[src/hdl/spi_macros.svh]
`ifndef SPI_MACROS_SVH
`define SPI_MACROS_SVH

////////////////////
// link defaults
////////////////////

`define SPI_DATA_WIDTH      8   // bits per transaction
`define SPI_SCLK_HALFPERIOD 8   // clk cycles per sclk half period

`endif

[src/hdl/spi_pkg.sv]
`default_nettype none

package spi_pkg;

  ////////////////////
  // controller states
  ////////////////////

  typedef enum logic [1:0] {
    st_idle        = 2'd0,  // cs high, waiting for a start
    st_wait_sclk_1 = 2'd1,  // sclk low, next tick raises it
    st_wait_sclk_0 = 2'd2,  // sclk high, next tick lowers it
    st_finalize    = 2'd3   // last bit done, hold cs for one half period
  } spi_state_e;

  ////////////////////
  // datapath strobes
  ////////////////////

  // one-cycle strobes from the controller to the shift register
  typedef struct packed {
    logic load;    // take data_in into the transmit shifter
    logic launch;  // next bit to mosi, rising sclk edge
    logic sample;  // shift miso in, falling sclk edge
  } spi_ctrl_t;

endpackage

`default_nettype wire

[src/hdl/spi_master_ctrl.sv]
`timescale 1ns/1ps
`include "spi_macros.svh"
`default_nettype none

// mode 1 framing: cs, sclk, bit count and datapath strobes
module spi_master_ctrl #(
  parameter int data_width = `SPI_DATA_WIDTH
) (
  input  logic               clk,
  input  logic               rst,
  input  logic               start_transaction,
  input  logic               tick,     // half-period tick from the timer
  output logic               restart,  // realign the timer on an accepted start
  output spi_pkg::spi_ctrl_t ctrl,
  output logic               sclk,
  output logic               cs,
  output logic               ready
);

  localparam int bc_w = (data_width > 1) ? $clog2(data_width) : 1;
  localparam logic [bc_w-1:0] last_bit = bc_w'(data_width - 1);

  spi_pkg::spi_state_e state;
  spi_pkg::spi_state_e state_next;

  logic [bc_w-1:0] bit_cnt;  // bits still to go after the current one
  logic            accept;

  assign ready  = (state == spi_pkg::st_idle);
  assign accept = ready && start_transaction;  // busy starts fall through

  ////////////////////
  // next state
  ////////////////////

  always_comb begin
    state_next = state;
    case (state)
      spi_pkg::st_idle: begin
        if (accept) begin
          state_next = spi_pkg::st_wait_sclk_1;
        end
      end
      spi_pkg::st_wait_sclk_1: begin
        if (tick) begin
          state_next = spi_pkg::st_wait_sclk_0;
        end
      end
      spi_pkg::st_wait_sclk_0: begin
        if (tick) begin
          // last falling edge leads into the trailing half period
          if (bit_cnt == '0) begin
            state_next = spi_pkg::st_finalize;
          end else begin
            state_next = spi_pkg::st_wait_sclk_1;
          end
        end
      end
      spi_pkg::st_finalize: begin
        if (tick) begin
          state_next = spi_pkg::st_idle;
        end
      end
      default: begin
        state_next = spi_pkg::st_idle;
      end
    endcase
  end

  ////////////////////
  // registers
  ////////////////////

  always_ff @(posedge clk or posedge rst) begin
    if (rst) begin
      state <= spi_pkg::st_idle;
    end else begin
      state <= state_next;
    end
  end

  always_ff @(posedge clk or posedge rst) begin
    if (rst) begin
      bit_cnt <= '0;
    end else if (accept) begin
      bit_cnt <= last_bit;
    end else if ((state == spi_pkg::st_wait_sclk_0) && tick && (bit_cnt != '0)) begin
      bit_cnt <= bit_cnt - 1'b1;
    end
  end

  // sclk idles low, cpol 0
  always_ff @(posedge clk or posedge rst) begin
    if (rst) begin
      sclk <= 1'b0;
    end else if (tick && (state == spi_pkg::st_wait_sclk_1)) begin
      sclk <= 1'b1;
    end else if (tick && (state == spi_pkg::st_wait_sclk_0)) begin
      sclk <= 1'b0;
    end
  end

  always_ff @(posedge clk or posedge rst) begin
    if (rst) begin
      cs <= 1'b1;
    end else if (accept) begin
      cs <= 1'b0;  // select on the edge after the start
    end else if (tick && (state == spi_pkg::st_finalize)) begin
      cs <= 1'b1;
    end
  end

  ////////////////////
  // strobes
  ////////////////////

  assign restart = accept;

  always_comb begin
    ctrl        = '0;
    ctrl.load   = accept;
    ctrl.launch = tick && (state == spi_pkg::st_wait_sclk_1);  // with sclk rise
    ctrl.sample = tick && (state == spi_pkg::st_wait_sclk_0);  // with sclk fall
  end

  ////////////////////
  // checks
  ////////////////////

  cs_low_when_busy : assert property (
    @(posedge clk) disable iff (rst)
    (state != spi_pkg::st_idle) |-> !cs
  ) else $error("spi_master_ctrl: cs high during a transaction");

  sclk_low_when_deselected : assert property (
    @(posedge clk) disable iff (rst)
    cs |-> !sclk
  ) else $error("spi_master_ctrl: sclk high while cs is high");

  // outside a tick nothing may move, so a busy start must leave all alone
  busy_start_ignored : assert property (
    @(posedge clk) disable iff (rst)
    (start_transaction && !ready && !tick) |=>
      $stable(state) && $stable(bit_cnt) && $stable(cs) && $stable(sclk)
  ) else $error("spi_master_ctrl: start while busy changed the frame");

endmodule

`default_nettype wire

[src/hdl/spi_master_top.sv]
`timescale 1ns/1ps
`include "spi_macros.svh"
`default_nettype none

// single-lane mode 1 spi master
module spi_master_top #(
  parameter int data_width      = `SPI_DATA_WIDTH,
  parameter int sclk_halfperiod = `SPI_SCLK_HALFPERIOD
) (
  input  logic                  clk,
  input  logic                  rst,
  // host side
  input  logic                  start_transaction,  // one cycle, only while ready
  input  logic [data_width-1:0] data_in,
  output logic [data_width-1:0] data_out,
  output logic                  ready,
  // spi pins
  output logic                  mosi,
  input  logic                  miso,
  output logic                  sclk,
  output logic                  cs
);

  logic               tick;
  logic               restart;
  spi_pkg::spi_ctrl_t ctrl;

  ////////////////////
  // control
  ////////////////////

  spi_master_ctrl #(
    .data_width (data_width)
  ) ctrl_inst (
    .clk               (clk),
    .rst               (rst),
    .start_transaction (start_transaction),
    .tick              (tick),
    .restart           (restart),
    .ctrl              (ctrl),
    .sclk              (sclk),
    .cs                (cs),
    .ready             (ready)
  );

  spi_sclk_timer #(
    .sclk_halfperiod (sclk_halfperiod)
  ) timer_inst (
    .clk     (clk),
    .rst     (rst),
    .restart (restart),
    .tick    (tick)
  );

  ////////////////////
  // datapath
  ////////////////////

  spi_shift_reg #(
    .data_width (data_width)
  ) shift_inst (
    .clk      (clk),
    .rst      (rst),
    .ctrl     (ctrl),
    .data_in  (data_in),
    .miso     (miso),
    .mosi     (mosi),
    .data_out (data_out)
  );

endmodule

`default_nettype wire

[src/hdl/spi_sclk_timer.sv]
`timescale 1ns/1ps
`include "spi_macros.svh"
`default_nettype none

// half-period tick generator for the sclk
module spi_sclk_timer #(
  parameter int sclk_halfperiod = `SPI_SCLK_HALFPERIOD
) (
  input  logic clk,
  input  logic rst,
  input  logic restart,  // reload now, first tick comes a full half period later
  output logic tick
);

  // keep at least one bit when a half period is a single cycle
  localparam int cnt_w = (sclk_halfperiod > 1) ? $clog2(sclk_halfperiod) : 1;
  localparam logic [cnt_w-1:0] reload_val = cnt_w'(sclk_halfperiod - 1);

  logic [cnt_w-1:0] count;

  ////////////////////
  // down counter
  ////////////////////

  always_ff @(posedge clk or posedge rst) begin
    if (rst) begin
      count <= reload_val;
    end else if (restart || (count == '0)) begin
      count <= reload_val;
    end else begin
      count <= count - 1'b1;
    end
  end

  assign tick = (count == '0);  // high for the zero cycle only

  ////////////////////
  // checks
  ////////////////////

  generate
    if (sclk_halfperiod > 1) begin : g_tick_check
      // a tick is always followed by at least one quiet cycle
      tick_single_cycle : assert property (
        @(posedge clk) disable iff (rst)
        tick |=> !tick
      ) else $error("spi_sclk_timer: tick held for two cycles");
    end
  endgenerate

endmodule

`default_nettype wire

[src/hdl/spi_shift_reg.sv]
`timescale 1ns/1ps
`include "spi_macros.svh"
`default_nettype none

// transmit and receive shifters for one spi lane, msb first
// data_width must be 2 or more
module spi_shift_reg #(
  parameter int data_width = `SPI_DATA_WIDTH
) (
  input  logic                  clk,
  input  logic                  rst,
  input  spi_pkg::spi_ctrl_t    ctrl,
  input  logic [data_width-1:0] data_in,
  input  logic                  miso,
  output logic                  mosi,
  output logic [data_width-1:0] data_out  // last completed word
);

  localparam int cnt_w = $clog2(data_width);
  localparam logic [cnt_w-1:0] last_sample = cnt_w'(data_width - 1);

  logic [data_width-1:0] tx_shift;
  logic [data_width-1:0] rx_shift;
  logic [data_width-1:0] rx_next;
  logic [cnt_w-1:0]      sample_cnt;

  // receive word including the bit arriving this cycle
  assign rx_next = {rx_shift[data_width-2:0], miso};

  ////////////////////
  // payload shifters
  ////////////////////

  always_ff @(posedge clk) begin
    if (ctrl.load) begin
      tx_shift <= data_in;
    end else if (ctrl.launch) begin
      tx_shift <= {tx_shift[data_width-2:0], 1'b0};
    end
    if (ctrl.sample) begin
      rx_shift <= rx_next;
    end
  end

  ////////////////////
  // mosi and capture
  ////////////////////

  always_ff @(posedge clk or posedge rst) begin
    if (rst) begin
      mosi <= 1'b0;
    end else if (ctrl.launch) begin
      mosi <= tx_shift[data_width-1];  // msb goes first
    end
  end

  // counts samples so the word is captured on the last one
  always_ff @(posedge clk or posedge rst) begin
    if (rst) begin
      sample_cnt <= '0;
      data_out   <= '0;
    end else if (ctrl.load) begin
      sample_cnt <= '0;
    end else if (ctrl.sample) begin
      if (sample_cnt == last_sample) begin
        sample_cnt <= '0;
        data_out   <= rx_next;
      end else begin
        sample_cnt <= sample_cnt + 1'b1;
      end
    end
  end

  ////////////////////
  // checks
  ////////////////////

  // rising and falling sclk edges can't share a cycle
  launch_sample_excl : assert property (
    @(posedge clk) disable iff (rst)
    !(ctrl.launch && ctrl.sample)
  ) else $error("spi_shift_reg: launch and sample together");

endmodule

`default_nettype wire

[config.mk]
export PLATFORM = sky130hd
export DESIGN_NAME = spi_master_top
export DESIGN_NICKNAME = d
export VERILOG_FILES = /design/src/hdl/spi_pkg.sv /design/src/hdl/spi_master_ctrl.sv /design/src/hdl/spi_master_top.sv /design/src/hdl/spi_sclk_timer.sv /design/src/hdl/spi_shift_reg.sv
export VERILOG_INCLUDE_DIRS = /design/src /design/src/hdl
export SDC_FILE = /design/constraint.sdc
export NUM_CORES = 1
export LEC_CHECK = 0
export BUFFER_PORTS_ARGS = -buffer_cell sky130_fd_sc_hd__buf_2
export CAP_MARGIN = 20
export CORE_MARGIN = 2
export CORE_UTILIZATION = 32
export CTS_BUF_LIST = sky130_fd_sc_hd__clkbuf_8
export CTS_CLUSTER_SIZE = 30
export DETAILED_ROUTE_END_ITERATION = 16
export PLACE_DENSITY = 0.51
export SYNTH_ARGS = -nofsm -noshare
export SYNTH_HDL_FRONTEND = slang
export SYNTH_SLANG_ARGS = --single-unit
[constraint.sdc]
create_clock -name clk -period 1.95 [get_ports clk]
set_input_delay 0 -clock clk [delete_from_list [all_inputs] [get_ports clk]]
set_output_delay 0 -clock clk [all_outputs]
set_load 0.05 [all_outputs]
==> flow_summary.ini <==
[setup_path]
path_class = reg -> reg
cp-start-kind = register
cp.required_ns = 2.12
path_max_fanout = 8
end_kind = register
critPathArrivalTime_ns = 1.93

[die]
coreArea_um2 = 5040
io_pins = 24
std_cell_rows = 26
fp.dieW_um = 75.9
fp.dieH_um = 75.9
dieArea_um2 = 5760
initial_core_util_pct = 32.8

[routing]
vias = 952
totalWireLength_um = 2650
drc = 0
drt-initial-drc-count = 51
wl_per_cell_um = 12.2
ant_nets = 0
via_per_inst = 4.37
drt_first_pass_iters = 4

[power]
power_density_nw_per_um2 = 1190
vdd_drop_max_mv = 0.436
p_clk_share_pct = 28.7
power_frac_seq_pct = 47.1
p_comb_share_pct = 24.2
netSwitchingPower_w = 0.000708
switching_share_pct = 29.8
internal-power_w = 0.00167
p_leak_nw = 0.930

[clocking]
cts_root_buf = clkbuf_8
cts_max_path_buffers = 2
clkTransAtPathRegs_ns = 0.08
cts_buffers = 5
cts_setup_buffers = 0
htreeDepth = 2
cts_tree = done
clkSinkCount = 37
clkLatencyLatePin_ns = 0.28

[synthesis]
async_flop_share_pct = 59.5
synthTopCellsByArea = dfrtp_1, edfxtp_1, mux2_4
synth_top_area_share_pct = 27.2
postSynthNetCount = 132
ys_types = 28
synth_area_leader_cell = dfrtp_1
synth.cell_area_um2 = 1660
synth_edf_count = 15
syn_avg_cell_area_um2 = 14.5
yosys_warnings = 0
yosys_most_used_dff = dfrtp_1
ys_ff_latch = 37
synth_cells = 114
synth_seq_area_share_pct = 60.8

[layout]
layout_common_cells = buf_2, dfrtp_1, edfxtp_1
diodes = 0
layout_commonest_cell = buf_2
nFillCells = 488
utilization_pct = 39.5
stdcell_count = 218
nets = 165
drive_above_1_share_pct = 37.8
syn2layout_area_growth_pct = 20.2

[timing]
worstMarginPinSlew_ns = 0.847
tns_ns = 0
setup_violations = 0
fmax_mhz = 569
skew_ns = 0.00387
min_period_ns = 1.76
finalHoldViolCount = 0
rsz0062_at_grt = false
timing.final.crit_share_pct = 90.2
relSlewSlack_pct = 43.5
slew_viol_final = 0

[grt]
grt_util_all_layers_pct = 10.2
grt_max_degree = 23
antenna_found_initial = 0
grt_pass1_vias = 1028
overflow = 0
grt_pass1_wl_um = 4670

[placement]
dp.cells = 207
place.gp.congestion = 0.692
port_buffers = 23
dp_hpwl_um = 1890

[run_status]
status = finished, final reports clean

[run]
max_cap_viol_count = 0

[min_path]
hp-class = in -> reg
## metal layers
layer | wire length [um] | vias to the layer above | global-route usage (%)
met4 | 48 | 0 | 5.45
li1 | - | 462 | -
met5 | 0 | - | 0
met2 | 1300 | 15 | 16.7
met3 | 82 | 4 | 2.98
met1 | 1220 | 471 | 12.2
## per-stage QoR
step                worst slack, ns  hold WS, ns  total power (W)  instance area, um^2
global route                 0.0548      0.00963          0.00253                 1990
finish                        0.192       0.0121          0.00238                 1990
CTS                           0.151      0.00456          0.00241                 1990
global placement              0.233        0.194          0.00168                 1840
floorplan                     0.280      -0.0137          0.00160                 1660
detailed placement            0.152        0.196          0.00171                 1840
## power by group through the flow
stage          logic, W  registers (W)  clock network, W
2_1_floorplan  0.000463        0.00114                 0
3_3_place_gp   0.000559        0.00113                 0
3_5_place_dp   0.000584        0.00113                 0
4_1_cts        0.000590        0.00112          0.000705
5_1_grt        0.000657        0.00114          0.000733
6_report       0.000576        0.00112          0.000682
## synth_stat cells (4+ instances only)
cell type	count
buf_6	4
dfrtp_1	18
nor2_1	10
inv_1	5
mux2i_1	5
edfxtp_1	15
dfstp_2	4
ha_1	6
mux2_2	7
nand2_1	7
a21oi_1	4
mux2_4	8
## path summary, 6_finish.rpt
path | startpoint | end | slack (ns) | depth (start not counted)
max in group asynchronous | rst | shift_inst.data_out[2] | 1.00 | 3
setup / recovery | timer_inst.count[0] | shift_inst.data_out[4] | 0.19 | 5
setup reg to reg | timer_inst.count[0] | shift_inst.data_out[4] | 0.19 | 5
hold / removal | data_in[3] | shift_inst.tx_shift[3] | 0.01 | 2
hold reg to reg | shift_inst.rx_shift[3] | shift_inst.rx_shift[4] | 0.45 | 0
min in group asynchronous | rst | shift_inst.data_out[7] | 0.42 | 3
## cell families after synthesis
group | synth area share (%)
AOI/OAI and AO/OA | 3.33
adders and majority gates | 4.54
buffers and inverters | 3.85
DFF | 60.8
muxes | 15.7
and+or+nand+nor | 11.8
## flip-flops by register name (all words and copies together) (netlist names), 2 cells and up
signal	cells
shift_inst.data_out	8
shift_inst.tx_shift	8
shift_inst.rx_shift	7
ctrl_inst.bit_cnt	3
shift_inst.sample_cnt	3
timer_inst.count	3
ctrl_inst.state	2
## worst max-delay path: stages, from the launching register on
cell and delay (ns):
dfstp_2 0.53, inv_1 0.05, ha_1 0.24, and4bb_1 0.34, nand2_8 0.17, mux2_4 0.31
## area by class of cell
class / instances / area [um^2] / area share [%]
well taps: 70 / 87.6 / 4.40
clock inverters: 2 / 33.8 / 1.70
clock buffers: 6 / 82.6 / 4.15
repair buffers: 30 / 175 / 8.81
multi-input cells: 68 / 586 / 29.4
flip-flops and latches: 37 / 1010 / 50.6
inverters: 5 / 18.8 / 0.943
## what timing repair did
action,CTS,global route
hold buffers,3,0
hold endpoints to repair,21,0
resized for setup,0,0
Power figures use the tool's default switching activity.
